[src/fetch_pkg.sv]
`default_nettype none

package fetch_pkg;

    // Branch bus from decode, describes the instruction sitting in decode
    typedef struct packed {
        logic        bd;        // Instruction in decode is a branch
        logic        stall;     // Branch not resolvable yet
        logic        taken;
        logic [31:0] target;
    } br_bus_t;

    // One instruction handed to decode
    typedef struct packed {
        logic        ex;
        logic [4:0]  exc_code;
        logic        bd;        // Sits in a delay slot
        logic [31:0] inst;
        logic [31:0] pc;
    } fs_to_ds_t;

    // Fetch address as the cache splits it
    typedef struct packed {
        logic [19:0] tag;
        logic [7:0]  index;
        logic [3:0]  offset;
    } icache_req_t;

    // AXI4-Lite read address and read data channels
    typedef struct packed {
        logic [31:0] addr;
        logic [2:0]  prot;
    } axil_ar_t;

    typedef struct packed {
        logic [31:0] data;
        logic [1:0]  resp;
    } axil_r_t;

    localparam logic [4:0]  EXC_ADEL      = 5'd4;
    localparam logic [4:0]  EXC_IBE       = 5'd6;
    localparam logic [4:0]  EXC_NONE      = 5'h1f;   // No exception

    localparam logic [31:0] RESET_PC      = 32'hbfbffffc;  // First fetch lands on bfc00000
    localparam logic [31:0] EXC_VECTOR    = 32'hbfc00380;
    localparam logic [31:0] REFILL_VECTOR = 32'hbfc00200;

    localparam logic [2:0]  AXI_PROT_INST = 3'b101;  // Instruction, privileged
    localparam logic [1:0]  AXI_RESP_OKAY = 2'b00;

endpackage

`default_nettype wire

[src/axil_line_reader.sv]
`timescale 1ns/10ps
`default_nettype none

module axil_line_reader #(
    parameter int LINE_WORDS = 4
) (
    input  logic                clk,
    input  logic                reset,
    input  logic                fill_start,
    input  logic [31:0]         fill_addr,
    output logic                fill_word_valid,
    output logic [31:0]         fill_word,
    output logic                fill_err,
    output logic                fill_done,
    output fetch_pkg::axil_ar_t m_ar,
    output logic                m_arvalid,
    input  logic                m_arready,
    input  fetch_pkg::axil_r_t  m_r,
    input  logic                m_rvalid,
    output logic                m_rready
);
    import fetch_pkg::*;

    localparam int CNT_BITS = $clog2(LINE_WORDS);

    typedef enum logic [1:0] {S_IDLE, S_ADDR, S_DATA} state_t;

    state_t              state;
    logic [CNT_BITS-1:0] word_cnt;     // Word of the line being read
    logic [31:0]         line_base;
    logic                last_beat;

    assign last_beat = (word_cnt == CNT_BITS'(LINE_WORDS - 1));

    always_ff @(posedge clk) begin
        if (reset) begin
            state     <= S_IDLE;
            word_cnt  <= '0;
            fill_done <= 1'b0;
        end else begin
            fill_done <= fill_word_valid & last_beat;   // One cycle after the last word
            case (state)
                S_IDLE: begin
                    if (fill_start) begin
                        state    <= S_ADDR;
                        word_cnt <= '0;
                    end
                end
                S_ADDR: begin
                    if (m_arready) state <= S_DATA;  // Address held until taken
                end
                S_DATA: begin
                    if (m_rvalid) begin
                        if (last_beat) begin
                            state <= S_IDLE;
                        end else begin
                            state    <= S_ADDR;
                            word_cnt <= word_cnt + 1'b1;
                        end
                    end
                end
                default: state <= S_IDLE;
            endcase
        end
    end

    always_ff @(posedge clk) begin
        if (state == S_IDLE && fill_start) line_base <= fill_addr;
    end

    // One read at a time, ascending word addresses
    assign m_arvalid = (state == S_ADDR);
    assign m_ar      = '{addr: line_base + 32'({word_cnt, 2'b00}), prot: AXI_PROT_INST};
    assign m_rready  = (state == S_DATA);

    assign fill_word_valid = (state == S_DATA) & m_rvalid;
    assign fill_word       = m_r.data;
    assign fill_err        = fill_word_valid & (m_r.resp != AXI_RESP_OKAY);  // SLVERR or DECERR

endmodule

`default_nettype wire

[config.mk]
export PLATFORM = sky130hd
export DESIGN_NAME = axil_line_reader
export DESIGN_NICKNAME = d
export VERILOG_FILES = /design/src/fetch_pkg.sv /design/src/axil_line_reader.sv
export SDC_FILE = /design/constraint.sdc
export NUM_CORES = 1
export LEC_CHECK = 0
export ABC_AREA = 1
export ABC_CLOCK_PERIOD_IN_PS = 6300
export BUFFER_PORTS_ARGS = -buffer_cell sky130_fd_sc_hd__buf_2
export CORE_MARGIN = 4
export CORE_UTILIZATION = 47
export CTS_CLUSTER_SIZE = 16
export DETAILED_ROUTE_END_ITERATION = 8
export PLACE_DENSITY_LB_ADDON = 0.2
export SKIP_CTS_REPAIR_TIMING = 1
export SKIP_LAST_GASP = 1
export SLEW_MARGIN = 20
export SYNTH_ARGS = -nofsm -noshare
export SYNTH_HDL_FRONTEND = slang
export SYNTH_SLANG_ARGS = --single-unit
[constraint.sdc]
create_clock -name clk -period 6.3 [get_ports clk]
set_clock_uncertainty 0.05 [all_clocks]
set_input_delay 0.63 -clock clk [delete_from_list [all_inputs] [get_ports clk]]
set_output_delay 0.63 -clock clk [all_outputs]
set_load 0.01 [all_outputs]
==> out/summary.txt, run 1 <==
Remaining Overflow, GRT - 0
RePlAce Congestion - 0.823
Via count - 1897
Util after Layout - 56.2%
Number of synthesized flops with an enable pin - 32
Pwr per Cell Area - 216 mW/mm^2
Wire length of the first global-routing pass - 8.67 mm
Non-filler cells, final - 407
Peak VDD IR - 179 uV
Top layer in use - met4
Htree depth - 2
Most instantiated library cell after synthesis - nand2_1
Die height - 79.7 microns
Adder-cell share of the synthesized area - 2.38%
Hold Path Stages - 1
Levels on crit path - 7
Slew Limit Fails - 0
CP Capture Type - output pin
Initial Util - 49.8%
Post-Synthesis Cells - 292
Hold crit path type - in -> reg
Tmin final - 2.71 ns
Top Family by Delay on Critical Path - adder cells
Max_cap viols - 0
Post-Synthesis Cell Area - 0.00241 sq mm
Metal3 WL - 562 microns
Ys async rst share - 0%
Top cells by count, synth - nand2_1, nor2_1, buf_4
Mapped Avg Cell Area - 8.27 sq um
Final critical-path share of the clock period - 43.1%
Synth top area cells - edfxtp_1, nand2_1, buf_4
Worst Min Path Start - fill_addr[1]
Mux contribution to synthesized area - 0%
Complex-gate fraction of the synthesized area - 0.829%
DIE AREA - 0.00635 sq mm
CTS clk-pin slew, worst paths - 0.07 ns
Setup CP Type - reg -> out
DR pass1 iterations - 4
Post-place setup slack - 3.90 ns
Worst Path Required - 5.62 ns
Startpoint Class - register
Site row count - 25
Reg-to-Reg Start - state[1]
Synthesized flop and latch total - 37
DRT Wirelength - 5.54 mm
Vias in the first global route - 1846
Leading area contributor after synthesis - edfxtp_1
Max incr delay on CP - 0.37 ns
Final-report hold violation count - 0
# IOs - 143
CP cell instances - ha_1 > fa_1 > nand3_4 > nor2_2 > nand3_1 > xnor2_1 > buf_2
Num CTS Buffers - 5
Max clock buf depth - 2
Worst path slowest cell - dfxtp_1
Fmax - 0.368 GHz
Antenna Nets Post-Route - 0
Avg WL per Cell - 13.6 microns
Core box area - 0.00485 sq mm
Area growth from synthesis to layout - 12.8%
CP arrival - 2.03 ns
Max-Slew Margin vs Limit - 31.6%
Worst-Margin Slew - 1.02 ns
Reg-to-reg slack, setup - 4.31 ns
Sequential area share after synthesis - 43.9%
Worst Path Max Fanout - 5
FF-to-FF End - line_base[30]
WHS Endpoint - line_base[1]
Post-synth cell types - 23
Initial antenna violation count - 0
Status - complete, no violations
CTS sink count - 37
Via density - 4.66
Clock root buffer - clkbuf_8
Routed wl met2 - 2.52 mm
Hpwl dp - 4.60 mm
Buf/Inv on CP - 1
Met1 Routed Length - 2.36 mm
Leak Pwr - 0.00123 uW
Setup TNS - 0 ns
# diodes - 0
Die width - 79.7 microns
Final setup vio count - 0
RSZ-0062 raised after global routing - no
Most common flop cell mapped by yosys - edfxtp_1
Clock insertion delay at the later pin of the skew report - 0.29 ns
Nets - 414
Final worst slack - 3.59 ns
Layout cells sized above 1 - 30.0%
DR iter-0 viols - 77
Port Buf Inserts - 75
Largest family of logic cells by synthesized area - simple AND/OR/NAND/NOR gates
Post-synthesis xor/xnor area fraction - 5.44%
Area share of the largest cell type after synthesis - 39.8%
# DRC - 0
Cell count after placement - 399
CTS tree - done
Largest net degree at the start of global routing - 20
Simple-Gate Fraction of Synth Area - 32.3%
Synthesis warning total - 0
FF-to-FF path depth - 2
Total track usage - 18.0%
[power by group]
part	internal, uW	switching [uW]
clock	113	81.1
sequential	290	18.7
combinational	35.5	50.3
total	438	150
[cells by family (layout without fill, tap and decap cells)]
logic type	count (synthesis)	after routing
other	2	3
adders and majority gates	4	4
AOI/OAI and AO/OA	4	4
xor gates and xnor gates	15	15
DFF	37	37
buffers and inverters	58	105
and+or+nand+nor	172	172
[metrics by stage]
stage | hold WS (ns) | cell area (sq um) | total power, uW
2_1_floorplan | 0.442 | 2420 | 381
3_3_place_gp | 0.477 | 2610 | 399
3_5_place_dp | 0.496 | 2610 | 400
4_1_cts | 0.454 | 2720 | 593
5_1_grt | 0.448 | 2720 | 617
6_report | 0.463 | 2720 | 588
[worst max path at each step]
| stage | to | from | slack, ns |
|---|---|---|---|
| 6_report | m_ar[19] | word_cnt[0] | 3.59 |
| 5_1_grt | m_ar[19] | word_cnt[0] | 3.40 |
| 4_1_cts | m_ar[19] | word_cnt[0] | 3.56 |
| 3_5_place_dp | m_ar[19] | word_cnt[0] | 3.90 |
| 3_3_place_gp | m_ar[19] | line_base[2] | 3.94 |
| 2_1_floorplan | line_base[0] | fill_start | 2.92 |
[layout by cell type (no fill, tap or decap)]
| cell type | instances |
|---|---|
| a21oi_1 | 4 |
| buf_2 | 75 |
| buf_4 | 1 |
| clkbuf_1 | 1 |
| clkbuf_16 | 1 |
| clkbuf_8 | 6 |
| conb_1 | 3 |
| dfxtp_1 | 5 |
| edfxtp_1 | 32 |
| fa_1 | 1 |
| ha_1 | 3 |
| inv_1 | 19 |
| inv_2 | 2 |
| nand2_1 | 90 |
| nand2_2 | 4 |
| nand2_4 | 2 |
| nand3_1 | 3 |
| nand3_2 | 2 |
| nand3_4 | 1 |
| nand3b_1 | 12 |
| nand4_1 | 1 |
| nor2_1 | 46 |
| nor2_2 | 5 |
| nor2_4 | 2 |
| nor3_1 | 3 |
| nor3_2 | 1 |
| xnor2_1 | 6 |
| xor2_1 | 9 |
[layout make-up]
| type | instances | area (sq um) |
|---|---|---|
| tap | 67 | 83.8 |
| fill | 453 | 2120 |
| clock buffer | 8 | 111 |
| multi-input combinational | 198 | 1010 |
| inverter | 21 | 78.8 |
| timing repair buffer | 76 | 383 |
| sequential | 37 | 1060 |
[per-layer routing]
| metal | GRT usage (%) | up-vias |
|---|---|---|
| met5 | 0 | - |
| met4 | 7.22 | 0 |
| met3 | 5.42 | 14 |
| met2 | 29.5 | 90 |
| li1 | - | 980 |
| met1 | 22.1 | 813 |
[sequential cells by signal (all words and copies together), names as in the netlist]
name and cells:
fill_done 1, word_cnt 2, line_base 32, state 2
No activity file was read; power rests on OpenSTA's default activity.
==> run 2, diff against run 1 <==
--- a/config.mk
+++ b/config.mk
@@ -6,10 +6,10 @@
 export NUM_CORES = 1
 export LEC_CHECK = 0
 export ABC_AREA = 1
-export ABC_CLOCK_PERIOD_IN_PS = 6300
+export ABC_CLOCK_PERIOD_IN_PS = 2300
 export BUFFER_PORTS_ARGS = -buffer_cell sky130_fd_sc_hd__buf_2
 export CORE_MARGIN = 4
-export CORE_UTILIZATION = 47
+export CORE_UTILIZATION = 40
 export CTS_CLUSTER_SIZE = 16
 export DETAILED_ROUTE_END_ITERATION = 8
 export PLACE_DENSITY_LB_ADDON = 0.2
==> constraint.sdc (replaced) <==
create_clock -name clk -period 2.3 [get_ports clk]
set_clock_uncertainty 0.05 [all_clocks]
set_input_delay 0.23 -clock clk [delete_from_list [all_inputs] [get_ports clk]]
set_output_delay 0.23 -clock clk [all_outputs]
set_load 0.01 [all_outputs]
==> out/summary.txt, run 2 (synthesis gave the netlist of run 1 again) <==
# IOs - 143 (unchanged)
Peak VDD IR - 379 uV (was 179 uV)
CP Capture Type - output pin (unchanged)
Largest register FFs - 32 (unchanged)
Num CTS Buffers - 5 (unchanged)
Area growth from synthesis to layout - 14.6% (was 12.8%)
CP cell instances - ha_2 > fa_2 > nand3_4 > inv_2 > nand2_2 > nor2_1 > xor2_1 > buf_2 (was ha_1 > fa_1 > nand3_4 > nor2_2 > nand3_1 > xnor2_1 > buf_2)
Remaining Overflow, GRT - 0 (unchanged)
DR iter-0 viols - 87 (was 77)
DR pass1 iterations - 4 (unchanged)
Port Buf Inserts - 75 (unchanged)
Htree depth - 2 (unchanged)
Non-filler cells, final - 417 (was 407)
CTS sink count - 37 (unchanged)
Largest net degree at the start of global routing - 17 (was 20)
Site row count - 28 (was 25)
Biggest regs - line_base x32, state x2, word_cnt x2 (unchanged)
Core box area - 0.00589 sq mm (was 0.00485 sq mm)
Max incr delay on CP - 0.42 ns (was 0.37 ns)
Pwr per Cell Area - 597 mW/mm^2 (was 216 mW/mm^2)
Final critical-path share of the clock period - 95.1%
Hpwl dp - 4.84 mm (was 4.60 mm)
Leak Pwr - 0.00123 uW (about the same)
Max clock buf depth - 2 (unchanged)
WHS - 0.0589 ns (was 0.463 ns)
Setup CP Type - reg -> out (unchanged)
Antenna Nets Post-Route - 0 (unchanged)
Cell count after placement - 408 (was 399)
DIE AREA - 0.00734 sq mm (was 0.00635 sq mm)
Post-place setup slack - 0.315 ns (was 3.90 ns)
Die width - 85.7 microns (was 79.7 microns)
CTS clk-pin slew, worst paths - 0.08 ns (was 0.07 ns)
Total track usage - 16.3% (was 18.0%)
Status - complete, no violations (unchanged)
Layout cells sized above 1 - 31.3% (was 30.0%)
Tmin final - 2.19 ns
Commonest non-fill, non-tap cell in the layout - nand2_1 (unchanged)
Wire length of the first global-routing pass - 9.25 mm (was 8.67 mm)
Max_cap viols - 0 (unchanged)
Initial Util - 41.0% (was 49.8%)
Via count - 1909 (was 1897)
Nets - 416 (was 414)
Worst Path Required - 2.02 ns (was 5.62 ns)
Vias in the first global route - 1855 (was 1846)
Via density - 4.58 (was 4.66)
RePlAce Congestion - 0.903 (was 0.823)
Initial antenna violation count - 0 (unchanged)
Util after Layout - 47.0% (was 56.2%)
Clock root buffer - clkbuf_8 (unchanged)
Fmax - 0.457 GHz
CTS tree - done (unchanged)
Slew Limit Fails - 0 (unchanged)
Avg WL per Cell - 13.9 microns (was 13.6 microns)
Clock insertion delay at the later pin of the skew report - 0.29 ns (about the same)
Most frequent cells in the layout - nand2_1, buf_2, nor2_1 (unchanged)
# DRC - 0 (unchanged)
DRT Wirelength - 5.79 mm (was 5.54 mm)
# diodes - 0 (unchanged)
Die height - 85.7 microns (was 79.7 microns)
Startpoint Class - register (unchanged)
Largest reg by FF count - line_base (unchanged)
CP arrival - 1.91 ns (was 2.03 ns)
Worst path slowest cell - fa_2 (was dfxtp_1)
Worst Path Max Fanout - 5 (unchanged)
Final worst slack - 0.113 ns (was 3.59 ns)
Final-report hold violation count - 0 (unchanged)
Final setup vio count - 0 (unchanged)
Hold crit path type - in -> reg (unchanged)
## run 2: changes by cell type in the layout (fill, tap and decap cells not counted), sizes merged
cell / before / now
buf: 76 / 78
bufinv: 0 / 1
clkbuf: 8 / 6
clkinv: 0 / 1
## run 2: area by class of cell
cell class | instances | area (sq um)
tap | 75 | 93.8
clock inverter | 2 | 38.8
inverter | 21 | 78.8
fill | 609 | 3120
sequential | 37 | 1060
clock buffer | 6 | 72.6
timing repair buffer | 78 | 398
multi-input combinational | 198 | 1020
## run 2: where the power goes
group	leakage, uW	switching, uW	total [uW]	internal (uW)
registers	0.000346	51.8	844	792
logic	0.000830	139	241	101
clock network	0.0000554	242	567	326
## run 2: routing by layer
| metal | up-vias | track usage [%] | wire (microns) |
|---|---|---|---|
| li1 | 981 | - | - |
| met1 | 823 | 20.8 | 2500 |
| met2 | 80 | 24.9 | 2580 |
| met3 | 25 | 5.00 | 475 |
| met4 | 0 | 8.35 | 234 |
| met5 | - | 0 | 0 |
## run 2: critical path: cells and delay by family, from the launching register on
family                   cells  cell delay (ns)
flip-flops                   1             0.37
adder cells (fa/ha/maj)      2             0.62
buffers and inverters        2             0.21
AND/OR/NAND/NOR              3             0.28
XOR/XNOR                     1             0.13
## run 2: path summary, 6_finish.rpt
kind                      start             to  slack [ns]  cells after the start
setup / recovery   line_base[2]       m_ar[21]        0.11                      8
hold / removal    fill_addr[10]  line_base[10]        0.06                      1
setup reg to reg       state[1]    word_cnt[0]        1.04                      6
hold reg to reg     word_cnt[1]    word_cnt[1]        0.50                      2
## run 2: per-stage QoR
step | TNS [ns] | total power [uW] | cell area (sq um)
3_5_place_dp | 0 | 1100 | 2640
6_report | 0 | 1650 | 2770
3_3_place_gp | 0 | 1100 | 2640
2_1_floorplan | 0 | 1040 | 2420
5_1_grt | -0.000456 | 1740 | 2770
4_1_cts | -0.0185 | 1680 | 2750
==> run 3, diff against run 2 <==
--- a/config.mk
+++ b/config.mk
@@ -13,6 +13,7 @@
 export CTS_CLUSTER_SIZE = 16
 export DETAILED_ROUTE_END_ITERATION = 8
 export PLACE_DENSITY_LB_ADDON = 0.2
+export REMOVE_ABC_BUFFERS = 1
 export SKIP_CTS_REPAIR_TIMING = 1
 export SKIP_LAST_GASP = 1
 export SLEW_MARGIN = 20
==> out/summary.txt, run 3 (synthesis gave the netlist of run 1 again) <==
Hold Path Stages - 1 (unchanged)
CP Capture Type - output pin (unchanged)
FF-to-FF End - line_base[25] (was word_cnt[0])
Antenna Nets Post-Route - 0 (unchanged)
Layout cells sized above 1 - 33.2% (was 31.3%)
Worst Path Required - 2.02 ns (about the same)
Most frequent cells in the layout - nand2_1, buf_2, nor2_1 (unchanged)
CP arrival - 1.96 ns (was 1.91 ns)
RSZ-0062 raised after global routing - yes
Nets - 420 (was 416)
DRT Wirelength - 6.76 mm (was 5.79 mm)
Biggest regs - line_base x32, state x2, word_cnt x2 (unchanged)
Total track usage - 18.2% (was 16.3%)
# diodes - 0 (unchanged)
Final critical-path share of the clock period - 97.4% (was 95.1%)
CTS clk-pin slew, worst paths - 0.08 ns (about the same)
Remaining Overflow, GRT - 0 (unchanged)
Post-DP Area - 0.00262 sq mm (was 0.00264 sq mm)
Final-report hold violation count - 0 (unchanged)
DIE AREA - 0.00734 sq mm (unchanged)
Final worst slack - 0.0604 ns (was 0.113 ns)
Die width - 85.7 microns (unchanged)
Setup CP Type - reg -> out (unchanged)
Largest reg by FF count - line_base (unchanged)
Via density - 4.71 (was 4.58)
Initial antenna violation count - 0 (unchanged)
Multi-input logic area - 0.00105 sq mm (was 0.00102 sq mm)
Vias in the first global route - 1825 (was 1855)
Register Area - 0.00106 sq mm (unchanged)
Avg WL per Cell - 16.1 microns (was 13.9 microns)
Reg-to-Reg Start - state[1] (unchanged)
Top Family by Delay on Critical Path - adder cells (unchanged)
Initial Util - 41.0% (unchanged)
FF-to-FF path depth - 2 (was 6)
WHS Endpoint - line_base[11] (was line_base[10])
Die height - 85.7 microns (unchanged)
Peak VDD IR - 367 uV (was 379 uV)
CP cell instances - ha_4 > fa_2 > nand3_4 > buf_6 > nor2_4 > nand3_2 > xnor2_1 > buf_2 (was ha_2 > fa_2 > nand3_4 > inv_2 > nand2_2 > nor2_1 > xor2_1 > buf_2)
Clock root buffer - clkbuf_8 (unchanged)
Leak Pwr - 0.00128 uW (was 0.00123 uW)
Max incr delay on CP - 0.43 ns (was 0.42 ns)
Fin area - 0.00286 sq mm (was 0.00277 sq mm)
Buf/Inv on CP - 2 (unchanged)
Largest register FFs - 32 (unchanged)
Core box area - 0.00589 sq mm (unchanged)
Clock insertion delay at the later pin of the skew report - 0.29 ns (about the same)
DR iter-0 viols - 98 (was 87)
Status - complete, no violations (unchanged)
Area growth from synthesis to layout - 18.5% (was 14.6%)
RePlAce Congestion - 0.894 (was 0.903)
CTS tree - done (unchanged)
Tmin final - 2.24 ns (was 2.19 ns)
Pwr per Cell Area - 618 mW/mm^2 (was 597 mW/mm^2)
Via count - 1985 (was 1909)
# fillers - 585 (was 609)
Max_cap viols - 0 (unchanged)
Wire length of the first global-routing pass - 9.83 mm (was 9.25 mm)
Worst path slowest cell - edfxtp_1 (was fa_2)
# DRC - 0 (unchanged)
# IOs - 143 (unchanged)
Post-place setup slack - 0.311 ns (was 0.315 ns)
Port Buf Inserts - 75 (unchanged)
Worst Path Max Fanout - 4 (was 5)
CTS sink count - 37 (unchanged)
Worst Min Path Start - fill_addr[11] (was fill_addr[10])
Max clock buf depth - 2 (unchanged)
Commonest non-fill, non-tap cell in the layout - nand2_1 (unchanged)
Reg-to-reg slack, setup - 0.97 ns (was 1.04 ns)
Largest net degree at the start of global routing - 33 (was 17)
Hpwl dp - 5.51 mm (was 4.84 mm)
Site row count - 28 (unchanged)
Fmax - 0.447 GHz (was 0.457 GHz)
DR pass1 iterations - 4 (unchanged)
Hold crit path type - in -> reg (unchanged)
Htree depth - 2 (unchanged)
Final setup vio count - 0 (unchanged)
Setup TNS - 0 ns (unchanged)
Startpoint Class - register (unchanged)
Num CTS Buffers - 5 (unchanged)
Slew Limit Fails - 0 (unchanged)
-- run 3: metal layers --
layer | routed length [microns] | vias to the layer above | GRT usage, %
met4 | 87 | 2 | 5.18
met2 | 2640 | 108 | 24.0
met1 | 3050 | 879 | 24.3
met5 | 35 | - | 4.20
li1 | - | 988 | -
met3 | 957 | 8 | 11.3
-- run 3: worst max-delay path by stage --
| stage | startpoint | to | depth (start not counted) |
|---|---|---|---|
| 6_report | line_base[2] | m_ar[19] | 8 |
| 5_1_grt | line_base[2] | m_ar[21] | 8 |
| 4_1_cts | line_base[2] | m_ar[21] | 8 |
| 3_5_place_dp | line_base[2] | m_ar[21] | 8 |
| 3_3_place_gp | line_base[2] | m_ar[21] | 8 |
| 2_1_floorplan | state[1] | line_base[0] | 1 |
-- run 3: where the power goes --
part / internal [uW] / switching (uW)
clock network: 437 / 247
registers: 793 / 53.4
logic: 99.5 / 138
-- run 3: stage by stage --
stage,std cells,hold WS (ns),total power [uW],utilization [%]
floorplan,256,0.249,978,-
global placement,407,0.357,1090,44.6
detailed placement,407,0.358,1100,44.6
CTS,415,0.0465,1790,46.9
global route,421,0.0442,1840,48.6
finish,421,0.0581,1770,48.6
-- run 3: final cells by class --
type | instances | share of cell area [%]
Clock buffer | 5 | 2.40
Clock inverter | 3 | 2.40
Inverter | 21 | 2.84
Multi-Input combinational cell | 198 | 36.7
Sequential cell | 37 | 37.1
Tap cell | 75 | 3.28
Timing Repair Buffer | 82 | 15.2
